==> config.mk <==
export PLATFORM = sky130hd
export DESIGN_NAME = gobou_core
export DESIGN_NICKNAME = d
export VERILOG_FILES = /design/src/hw/gobou_pkg.sv /design/src/hw/gobou_mac_if.sv /design/src/hw/gobou_decode.sv /design/src/hw/gobou_mac.sv /design/src/hw/gobou_result.sv /design/src/hw/gobou_core.sv
export SDC_FILE = /design/constraint.sdc
export NUM_CORES = 1
export LEC_CHECK = 0
export BUFFER_PORTS_ARGS = -buffer_cell sky130_fd_sc_hd__buf_2
export CAP_MARGIN = 25
export CELL_PAD_IN_SITES_DETAIL_PLACEMENT = 0
export CELL_PAD_IN_SITES_GLOBAL_PLACEMENT = 1
export CORE_AREA = 4 4 249 251
export CTS_CLUSTER_SIZE = 16
export DETAILED_ROUTE_END_ITERATION = 10
export DIE_AREA = 0 0 253 255
export MAX_ROUTING_LAYER = met4
export PLACE_DENSITY_LB_ADDON = 0.15
export RECOVER_POWER = 25
export SLEW_MARGIN = 20
export SYNTH_ARGS = -nofsm -noshare
export SYNTH_HDL_FRONTEND = slang
export SYNTH_SLANG_ARGS = --single-unit
==> constraint.sdc <==
create_clock -name clk -period 11.8 [get_ports clk]
set_clock_uncertainty 0.05 [all_clocks]
set_input_delay 1.77 -clock clk [delete_from_list [all_inputs] [get_ports clk]]
set_output_delay 1.77 -clock clk [all_outputs]
set_load 0.01 [all_outputs]
==> src/hw/gobou_pkg.sv <==
package gobou_pkg;

  //////////////////////////////////////////////////////////////////////
  // widths
  //////////////////////////////////////////////////////////////////////

  // data width of x, w, accumulator and y
  localparam int DWIDTH = 16;
  // full product width
  localparam int PWIDTH = 2 * DWIDTH;
  // rounding shift width
  localparam int LWIDTH = 5;
  localparam int CMD_WIDTH = 34;
  // extra control stages between decode and accumulator write
  localparam int MAC_DELAY = 3;
  // filler bits in the configuration view
  localparam int CFG_PAD = CMD_WIDTH - 2 - 1 - LWIDTH;

  //////////////////////////////////////////////////////////////////////
  // command word
  //////////////////////////////////////////////////////////////////////

  typedef enum logic [1:0] {
    CFG   = 2'd0,
    CLEAR = 2'd1,
    MAC   = 2'd2,
    EMIT  = 2'd3
  } gobou_op_e;

  // configuration view
  typedef struct packed {
    gobou_op_e          op;
    logic [CFG_PAD-1:0] unused;
    logic               relu_en;
    logic [LWIDTH-1:0]  qbits;
  } gobou_cfg_t;

  // operand view
  typedef struct packed {
    gobou_op_e                op;
    logic signed [DWIDTH-1:0] x;
    logic signed [DWIDTH-1:0] w;
  } gobou_opnd_t;

  // op sits in the top two bits of both views
  typedef union packed {
    gobou_cfg_t  cfg;
    gobou_opnd_t opnd;
  } gobou_cmd_u;

endpackage

==> src/hw/gobou_mac_if.sv <==
`timescale 1ns/1ps

interface gobou_mac_if
  import gobou_pkg::*;
();

  // control, already aligned with the rounded product
  logic accum_we;
  logic clear;
  logic out_en;
  logic relu_en;

  // configuration and operands, straight from the decode registers
  logic        [LWIDTH-1:0] qbits;
  logic signed [DWIDTH-1:0] x;
  logic signed [DWIDTH-1:0] w;

  modport ctrl (
    output accum_we, clear, out_en, relu_en, qbits, x, w
  );

  modport exec (
    input accum_we, clear, out_en, qbits, x, w
  );

  modport res (
    input out_en, relu_en
  );

endinterface

==> src/hw/gobou_decode.sv <==
`timescale 1ns/1ps

module gobou_decode
  import gobou_pkg::*;
(
  input  logic       clk,
  input  logic       xrst,
  input  logic       cmd_valid,
  input  gobou_cmd_u cmd,
  gobou_mac_if.ctrl  mac
);

  gobou_op_e op;
  logic      is_cfg;
  logic      is_clear;
  logic      is_mac;
  logic      is_emit;

  logic        [LWIDTH-1:0] qbits_q;
  logic                     relu_q;
  logic signed [DWIDTH-1:0] x_q;
  logic signed [DWIDTH-1:0] w_q;

  // bit 0 is the decode register, bit MAC_DELAY meets the rounded product
  logic [MAC_DELAY:0] we_pipe;
  logic [MAC_DELAY:0] clear_pipe;
  logic [MAC_DELAY:0] out_pipe;
  logic [MAC_DELAY:0] relu_pipe;

  //////////////////////////////////////////////////////////////////////
  // op decode
  //////////////////////////////////////////////////////////////////////

  // op is in the same place in both views
  assign op       = cmd.cfg.op;
  assign is_cfg   = cmd_valid && (op == CFG);
  assign is_clear = cmd_valid && (op == CLEAR);
  assign is_mac   = cmd_valid && (op == MAC);
  assign is_emit  = cmd_valid && (op == EMIT);

  // configuration, held until the next CFG
  always_ff @(posedge clk) begin
    if (!xrst) begin
      qbits_q <= '0;
      relu_q  <= 1'b0;
    end else if (is_cfg) begin
      qbits_q <= cmd.cfg.qbits;
      relu_q  <= cmd.cfg.relu_en;
    end
  end

  // operands
  always_ff @(posedge clk) begin
    if (is_mac) begin
      x_q <= cmd.opnd.x;
      w_q <= cmd.opnd.w;
    end
  end

  //////////////////////////////////////////////////////////////////////
  // control alignment
  //////////////////////////////////////////////////////////////////////

  always_ff @(posedge clk) begin
    if (!xrst) begin
      we_pipe    <= '0;
      clear_pipe <= '0;
      out_pipe   <= '0;
      relu_pipe  <= '0;
    end else begin
      we_pipe    <= {we_pipe[MAC_DELAY-1:0], is_mac};
      clear_pipe <= {clear_pipe[MAC_DELAY-1:0], is_clear};
      out_pipe   <= {out_pipe[MAC_DELAY-1:0], is_emit};
      // relu setting in force when the command was issued
      relu_pipe  <= {relu_pipe[MAC_DELAY-1:0], relu_q};
    end
  end

  assign mac.accum_we = we_pipe[MAC_DELAY];
  assign mac.clear    = clear_pipe[MAC_DELAY];
  assign mac.out_en   = out_pipe[MAC_DELAY];
  assign mac.relu_en  = relu_pipe[MAC_DELAY];
  assign mac.qbits    = qbits_q;
  assign mac.x        = x_q;
  assign mac.w        = w_q;

  // one op per command all the way down the pipe
  a_ctrl_onehot: assert property (
    @(posedge clk) disable iff (!xrst)
    $onehot0({mac.accum_we, mac.clear, mac.out_en})
  ) else $error("decode: more than one control strobe active");

endmodule

==> src/hw/gobou_mac.sv <==
`timescale 1ns/1ps

module gobou_mac
  import gobou_pkg::*;
(
  input  logic                     clk,
  input  logic                     xrst,
  gobou_mac_if.exec                mac,
  output logic signed [DWIDTH-1:0] y
);

  logic signed [DWIDTH-1:0] x_q;
  logic signed [DWIDTH-1:0] w_q;
  logic signed [PWIDTH-1:0] pro_q;
  logic signed [DWIDTH-1:0] pro_short_q;
  logic signed [DWIDTH-1:0] accum_q;

  // qbits follows its command to the rounding stage
  logic [LWIDTH-1:0] qbits_d1;
  logic [LWIDTH-1:0] qbits_d2;

  //////////////////////////////////////////////////////////////////////
  // rounding
  //////////////////////////////////////////////////////////////////////

  // arithmetic shift, keep low half, negative products one lower
  function automatic logic signed [DWIDTH-1:0] round_pro(
    input logic signed [PWIDTH-1:0] data,
    input logic        [LWIDTH-1:0] shift
  );
    logic signed [PWIDTH-1:0] shifted;
    logic signed [DWIDTH-1:0] short;
    shifted = data >>> shift;
    short   = shifted[DWIDTH-1:0];
    if (data[PWIDTH-1]) begin
      short = short - DWIDTH'(1);
    end
    return short;
  endfunction

  //////////////////////////////////////////////////////////////////////
  // datapath
  //////////////////////////////////////////////////////////////////////

  always_ff @(posedge clk) begin
    x_q         <= mac.x;
    w_q         <= mac.w;
    pro_q       <= x_q * w_q;
    pro_short_q <= round_pro(pro_q, qbits_d2);
  end

  always_ff @(posedge clk) begin
    if (!xrst) begin
      qbits_d1 <= '0;
      qbits_d2 <= '0;
    end else begin
      qbits_d1 <= mac.qbits;
      qbits_d2 <= qbits_d1;
    end
  end

  // accumulation wraps modulo 2^16
  always_ff @(posedge clk) begin
    if (!xrst) begin
      accum_q <= '0;
    end else if (mac.clear) begin
      accum_q <= '0;
    end else if (mac.accum_we) begin
      accum_q <= accum_q + pro_short_q;
    end
  end

  // snapshot for EMIT
  always_ff @(posedge clk) begin
    if (mac.out_en) begin
      y <= accum_q;
    end
  end

  a_clear_vs_we: assert property (
    @(posedge clk) disable iff (!xrst)
    !(mac.clear && mac.accum_we)
  ) else $error("mac: clear and accum_we together");

endmodule

==> src/hw/gobou_result.sv <==
`timescale 1ns/1ps

module gobou_result
  import gobou_pkg::*;
(
  input  logic                     clk,
  input  logic                     xrst,
  gobou_mac_if.res                 mac,
  input  logic signed [DWIDTH-1:0] y_in,
  output logic                     y_valid,
  output logic signed [DWIDTH-1:0] y
);

  // out_en and relu_en lined up with the mac y register
  logic out_d;
  logic relu_d;

  always_ff @(posedge clk) begin
    if (!xrst) begin
      out_d   <= 1'b0;
      y_valid <= 1'b0;
    end else begin
      out_d   <= mac.out_en;
      y_valid <= out_d;
    end
  end

  always_ff @(posedge clk) begin
    relu_d <= mac.relu_en;
  end

  // relu clamps negatives to zero
  always_ff @(posedge clk) begin
    if (out_d) begin
      y <= (relu_d && y_in[DWIDTH-1]) ? '0 : y_in;
    end
  end

  // back-to-back outputs only from back-to-back EMITs
  a_valid_burst: assert property (
    @(posedge clk) disable iff (!xrst)
    (y_valid && $past(y_valid)) |-> ($past(mac.out_en, 2) && $past(mac.out_en, 3))
  ) else $error("result: y_valid without a matching out_en");

endmodule

==> src/hw/gobou_core.sv <==
`timescale 1ns/1ps

module gobou_core
  import gobou_pkg::*;
(
  input  logic                     clk,
  input  logic                     xrst,
  input  logic                     cmd_valid,
  input  logic [CMD_WIDTH-1:0]     cmd,
  output logic                     y_valid,
  output logic signed [DWIDTH-1:0] y
);

  //////////////////////////////////////////////////////////////////////
  // decode to execute and result
  //////////////////////////////////////////////////////////////////////

  gobou_mac_if mac_bus ();

  // accumulator snapshot from the mac
  logic signed [DWIDTH-1:0] y_mac;

  gobou_decode i_decode (
    .clk       (clk),
    .xrst      (xrst),
    .cmd_valid (cmd_valid),
    .cmd       (cmd),
    .mac       (mac_bus.ctrl)
  );

  //////////////////////////////////////////////////////////////////////
  // multiply, round, accumulate
  //////////////////////////////////////////////////////////////////////

  gobou_mac i_mac (
    .clk  (clk),
    .xrst (xrst),
    .mac  (mac_bus.exec),
    .y    (y_mac)
  );

  //////////////////////////////////////////////////////////////////////
  // output stage
  //////////////////////////////////////////////////////////////////////

  gobou_result i_result (
    .clk     (clk),
    .xrst    (xrst),
    .mac     (mac_bus.res),
    .y_in    (y_mac),
    .y_valid (y_valid),
    .y       (y)
  );

endmodule

==> implementation parameters <==
Parameter                              Value

Critical path
  Worst Path Class, Setup ... reg -> reg
  Data required time of the worst path ... 12120 ps
  Setup slack of the worst register-to-register path ... 4880 ps
  Crit-path cells ... nand2_1, fa_1, inv_1, fa_1, inv_1, fa_1, inv_1, fa_1, fa_1, inv_1, fa_1, inv_1, ha_1, a21oi_1, o21bai_1, nor3_1, o211ai_1, a41o_1, a211oi_1, o21ai_0, a211o_1
  Slowest-stage cell, CP ... sky130_fd_sc_hd__dfxtp_1
  Worst setup startpoint ... i_mac.x_q[7]
  Depth of the most critical reg-to-reg path ... 21
  Endpoint type of the worst setup path ... flop
  CP most frequent cell ... sky130_fd_sc_hd__fa_1
  Top fanout value on the critical path ... 16
  Largest stage delay on the critical path ... 810 ps
  Data arrival time at the worst-slack endpoint ... 7230 ps
  Worst setup SP type ... flop
  Startpoint of the most critical register-to-register path ... i_mac.x_q[7]

Floorplan
  Number of rows created at floorplan ... 90
  Area inside the core boundary ... 59900 um^2
  Initial Utilization ... 0.296
  Vertical die dimension ... 255 um
  Boundary Pins ... 54
  Die area ... 64500 um^2
  Die W ... 253 um

Routing
  Met1 Wirelength ... 19000 um
  Number of remaining DRC errors ... 0
  Post-Route WL ... 42000 um
  Total number of vias ... 11.3k
  Drt first-iter violations ... 526
  Drt via density ... 4.50
  Length of routed met2 wiring ... 21300 um
  Count of TritonRoute iterations in the first routing pass ... 5
  Top metal layer carrying routed signals ... met4
  Met3 layer wire length in the routed design ... 861 um
  Post-detailed-route count of antenna-violating nets ... 0
  Routed wirelength normalized by instance count ... 16.7 um

Logic synthesis
  Synth Net Count ... 2095
  Most area-hungry cell type in the Yosys netlist ... sky130_fd_sc_hd__fa_1
  #FFs+latches synth ... 195
  Mean instance size in the synthesized netlist ... 10.5 um^2
  Area fraction of the dominant cell type after synthesis ... 0.297
  Fraction of registers with async set or reset after synthesis ... 0
  Commonest register cell after synthesis ... sky130_fd_sc_hd__dfxtp_1
  Biggest area contributors in the synthesized netlist ... sky130_fd_sc_hd__fa_1 30%, sky130_fd_sc_hd__dfxtp_1 15%, sky130_fd_sc_hd__edfxtp_1 11%
  Number of unique standard cell types used by synthesis ... 70
  Count of synthesis-stage warnings from yosys ... 0
  Cells after Synth ... 1697
  Sequential element share of the synthesized area ... 0.256
  Netlist area before placement ... 17700 um^2
  Number of enable-type register cells in the synthesized netlist ... 64

Clock tree
  Clock Path Buffers ... 2
  Total of hold buffers inserted after clock tree synthesis ... 0
  Total clock buffers created by CTS ... 17
  Buffer cell driving the clock tree root ... sky130_fd_sc_hd__clkbuf_16
  Clock edge transition at the registers on the reported setup and hold paths ... 80 ps
  H-tree depth reported by CTS ... 4
  Post-CTS Repair Setup Buffers ... 0
  CTS tree ... yes
  TritonCTS Sinks ... 195
  Number of cells upsized or downsized after cts ... 0
  Clock Latency Late Sink ... 470 ps

Timing
  Unrepaired setup endpoints after global routing ... false
  Maximum clock frequency ... 145 MHz
  Hold Fails Final Rpt ... 0
  Final critical path time including I/O delays and setup ... 6920 ps
  Slew Limit Fails ... 0
  Transition at the pin with the smallest max-transition slack ... 936 ps
  TNS Setup ... 0 ps
  Final critical-path share of the clock period ... 0.586
  Max-Slew Margin vs Limit ... 0.376
  Setup violators final ... 0
  Worst-case hold slack ... 291 ps

Global route
  Total gr overflow ... 0
  Initial antenna violation count ... 0
  Global routing usage summed across all routing layers ... 0.144
  Via count of the first global-routing pass ... 12.7k
  Maximum number of pins on one net before global-route repair ... 41
  First-pass GRT wire length ... 70200 um

Run status
  Outcome ... finished clean

Finish
  Final non-filler cell area ... 19400 um^2
  Total area of multi-input combinational cells ... 11700 um^2
  Fraction of final layout cells sized beyond drive strength 1 ... 0.0872
  Area grow syn2layout ... 9.21%
  Storage element area ... 4550 um^2
  # diodes ... 0
  Fill cell instance count of the final layout ... 6222
  Number of nets in the finished design ... 2116

Place
  Port-buffer cells ... 53
  Placed inst area ... 18800 um^2
  Post-detailed-placement half-perimeter wirelength ... 34500 um
  Routability congestion estimate from global placement ... 0.822

Flow run
  Number of max-cap violations ... 0

Worst hold path
  Kind of path behind the tightest hold check ... reg -> reg
  Critical hold path startpoint ... i_decode.mac.w[11]
  Worst hold path cell count ... 0
## metrics by stage
step                cells  setup slack, ps  utilization
floorplan            1697             5760            -
global placement     2481             4870        0.313
detailed placement   2481             4820        0.313
CTS                  2513             4800        0.323
global route         2513             4470        0.323
finish               2513             4880        0.323
## final cells by class
type	count	area share
sequential	195	0.235
clock inverter	14	0.00859
timing repair buffer	60	0.0164
tap	782	0.0505
multi-input combinational	1114	0.604
clock buffer	18	0.0222
inverter	330	0.0639
## per-layer routing
| layer | vias to the layer above | global-route usage |
|---|---|---|
| met2 | 130 | 0.249 |
| met1 | 5738 | 0.178 |
| met3 | 46 | 0.0207 |
| met4 | 0 | 0.0391 |
| met5 | - | - |
| li1 | 5383 | - |
## path summary, 6_finish.rpt
| kind | to |
|---|---|
| hold / removal | i_mac.w_q[11] |
| setup / recovery | i_mac.pro_q[31] |
| hold reg to reg | i_mac.w_q[11] |
| setup reg to reg | i_mac.pro_q[31] |
## layout by cell type, fill, tap and decap left out, types with 20 or more instances in the layout
| cell type | count |
|---|---|
| sky130_fd_sc_hd__ha_1 | 98 |
| sky130_fd_sc_hd__and2_1 | 160 |
| sky130_fd_sc_hd__fa_1 | 263 |
| sky130_fd_sc_hd__mux2i_1 | 40 |
| sky130_fd_sc_hd__nor2_1 | 60 |
| sky130_fd_sc_hd__xor2_1 | 20 |
| sky130_fd_sc_hd__inv_1 | 328 |
| sky130_fd_sc_hd__mux4_2 | 30 |
| sky130_fd_sc_hd__a21oi_1 | 33 |
| sky130_fd_sc_hd__dfxtp_1 | 129 |
| sky130_fd_sc_hd__edfxtp_1 | 64 |
| sky130_fd_sc_hd__xnor2_1 | 40 |
| sky130_fd_sc_hd__buf_2 | 53 |
| sky130_fd_sc_hd__nand2_1 | 159 |
## cells by family after synthesis
family,count (synthesis),share of synthesized area
muxes,81,0.0713
AOI/OAI and AO/OA,138,0.0554
buffers and inverters,388,0.0849
adders and majority gates,361,0.366
and+or+nand+nor,474,0.137
DFF,195,0.256
xor gates and xnor gates,60,0.0296
## cells in the mapped netlist (14+ instances only)
master	n
sky130_fd_sc_hd__ha_1	98
sky130_fd_sc_hd__mux4_2	30
sky130_fd_sc_hd__nor2_1	61
sky130_fd_sc_hd__clkbuf_1	42
sky130_fd_sc_hd__inv_1	328
sky130_fd_sc_hd__and2_1	165
sky130_fd_sc_hd__dfxtp_1	131
sky130_fd_sc_hd__nor3_1	19
sky130_fd_sc_hd__a21o_1	14
sky130_fd_sc_hd__o21ai_0	18
sky130_fd_sc_hd__mux2i_1	40
sky130_fd_sc_hd__nand2_1	159
sky130_fd_sc_hd__xnor2_1	40
sky130_fd_sc_hd__nand3_1	15
sky130_fd_sc_hd__fa_1	263
sky130_fd_sc_hd__a21oi_1	33
sky130_fd_sc_hd__edfxtp_1	64
sky130_fd_sc_hd__xor2_1	20
## state kept, by name (all words and copies together) (netlist names), 16 cells and up
signal,flops
i_decode.mac.x,16
i_mac.y,16
i_mac.accum_q,16
i_mac.w_q,16
i_mac.pro_q,32
i_result.y,16
i_mac.x_q,16
i_decode.mac.w,16
i_mac.pro_short_q,16
## critical path: cells and delay by family (launching register included)
kind | cells | cell delay (ps)
simple gates | 2 | 390
compound gates | 7 | 1890
flops | 1 | 810
fa+ha+maj | 7 | 3420
buf+inv | 5 | 250
Power is not shown: default switching activity piles up to over one toggle a cycle in this logic, so the estimate is an artifact.
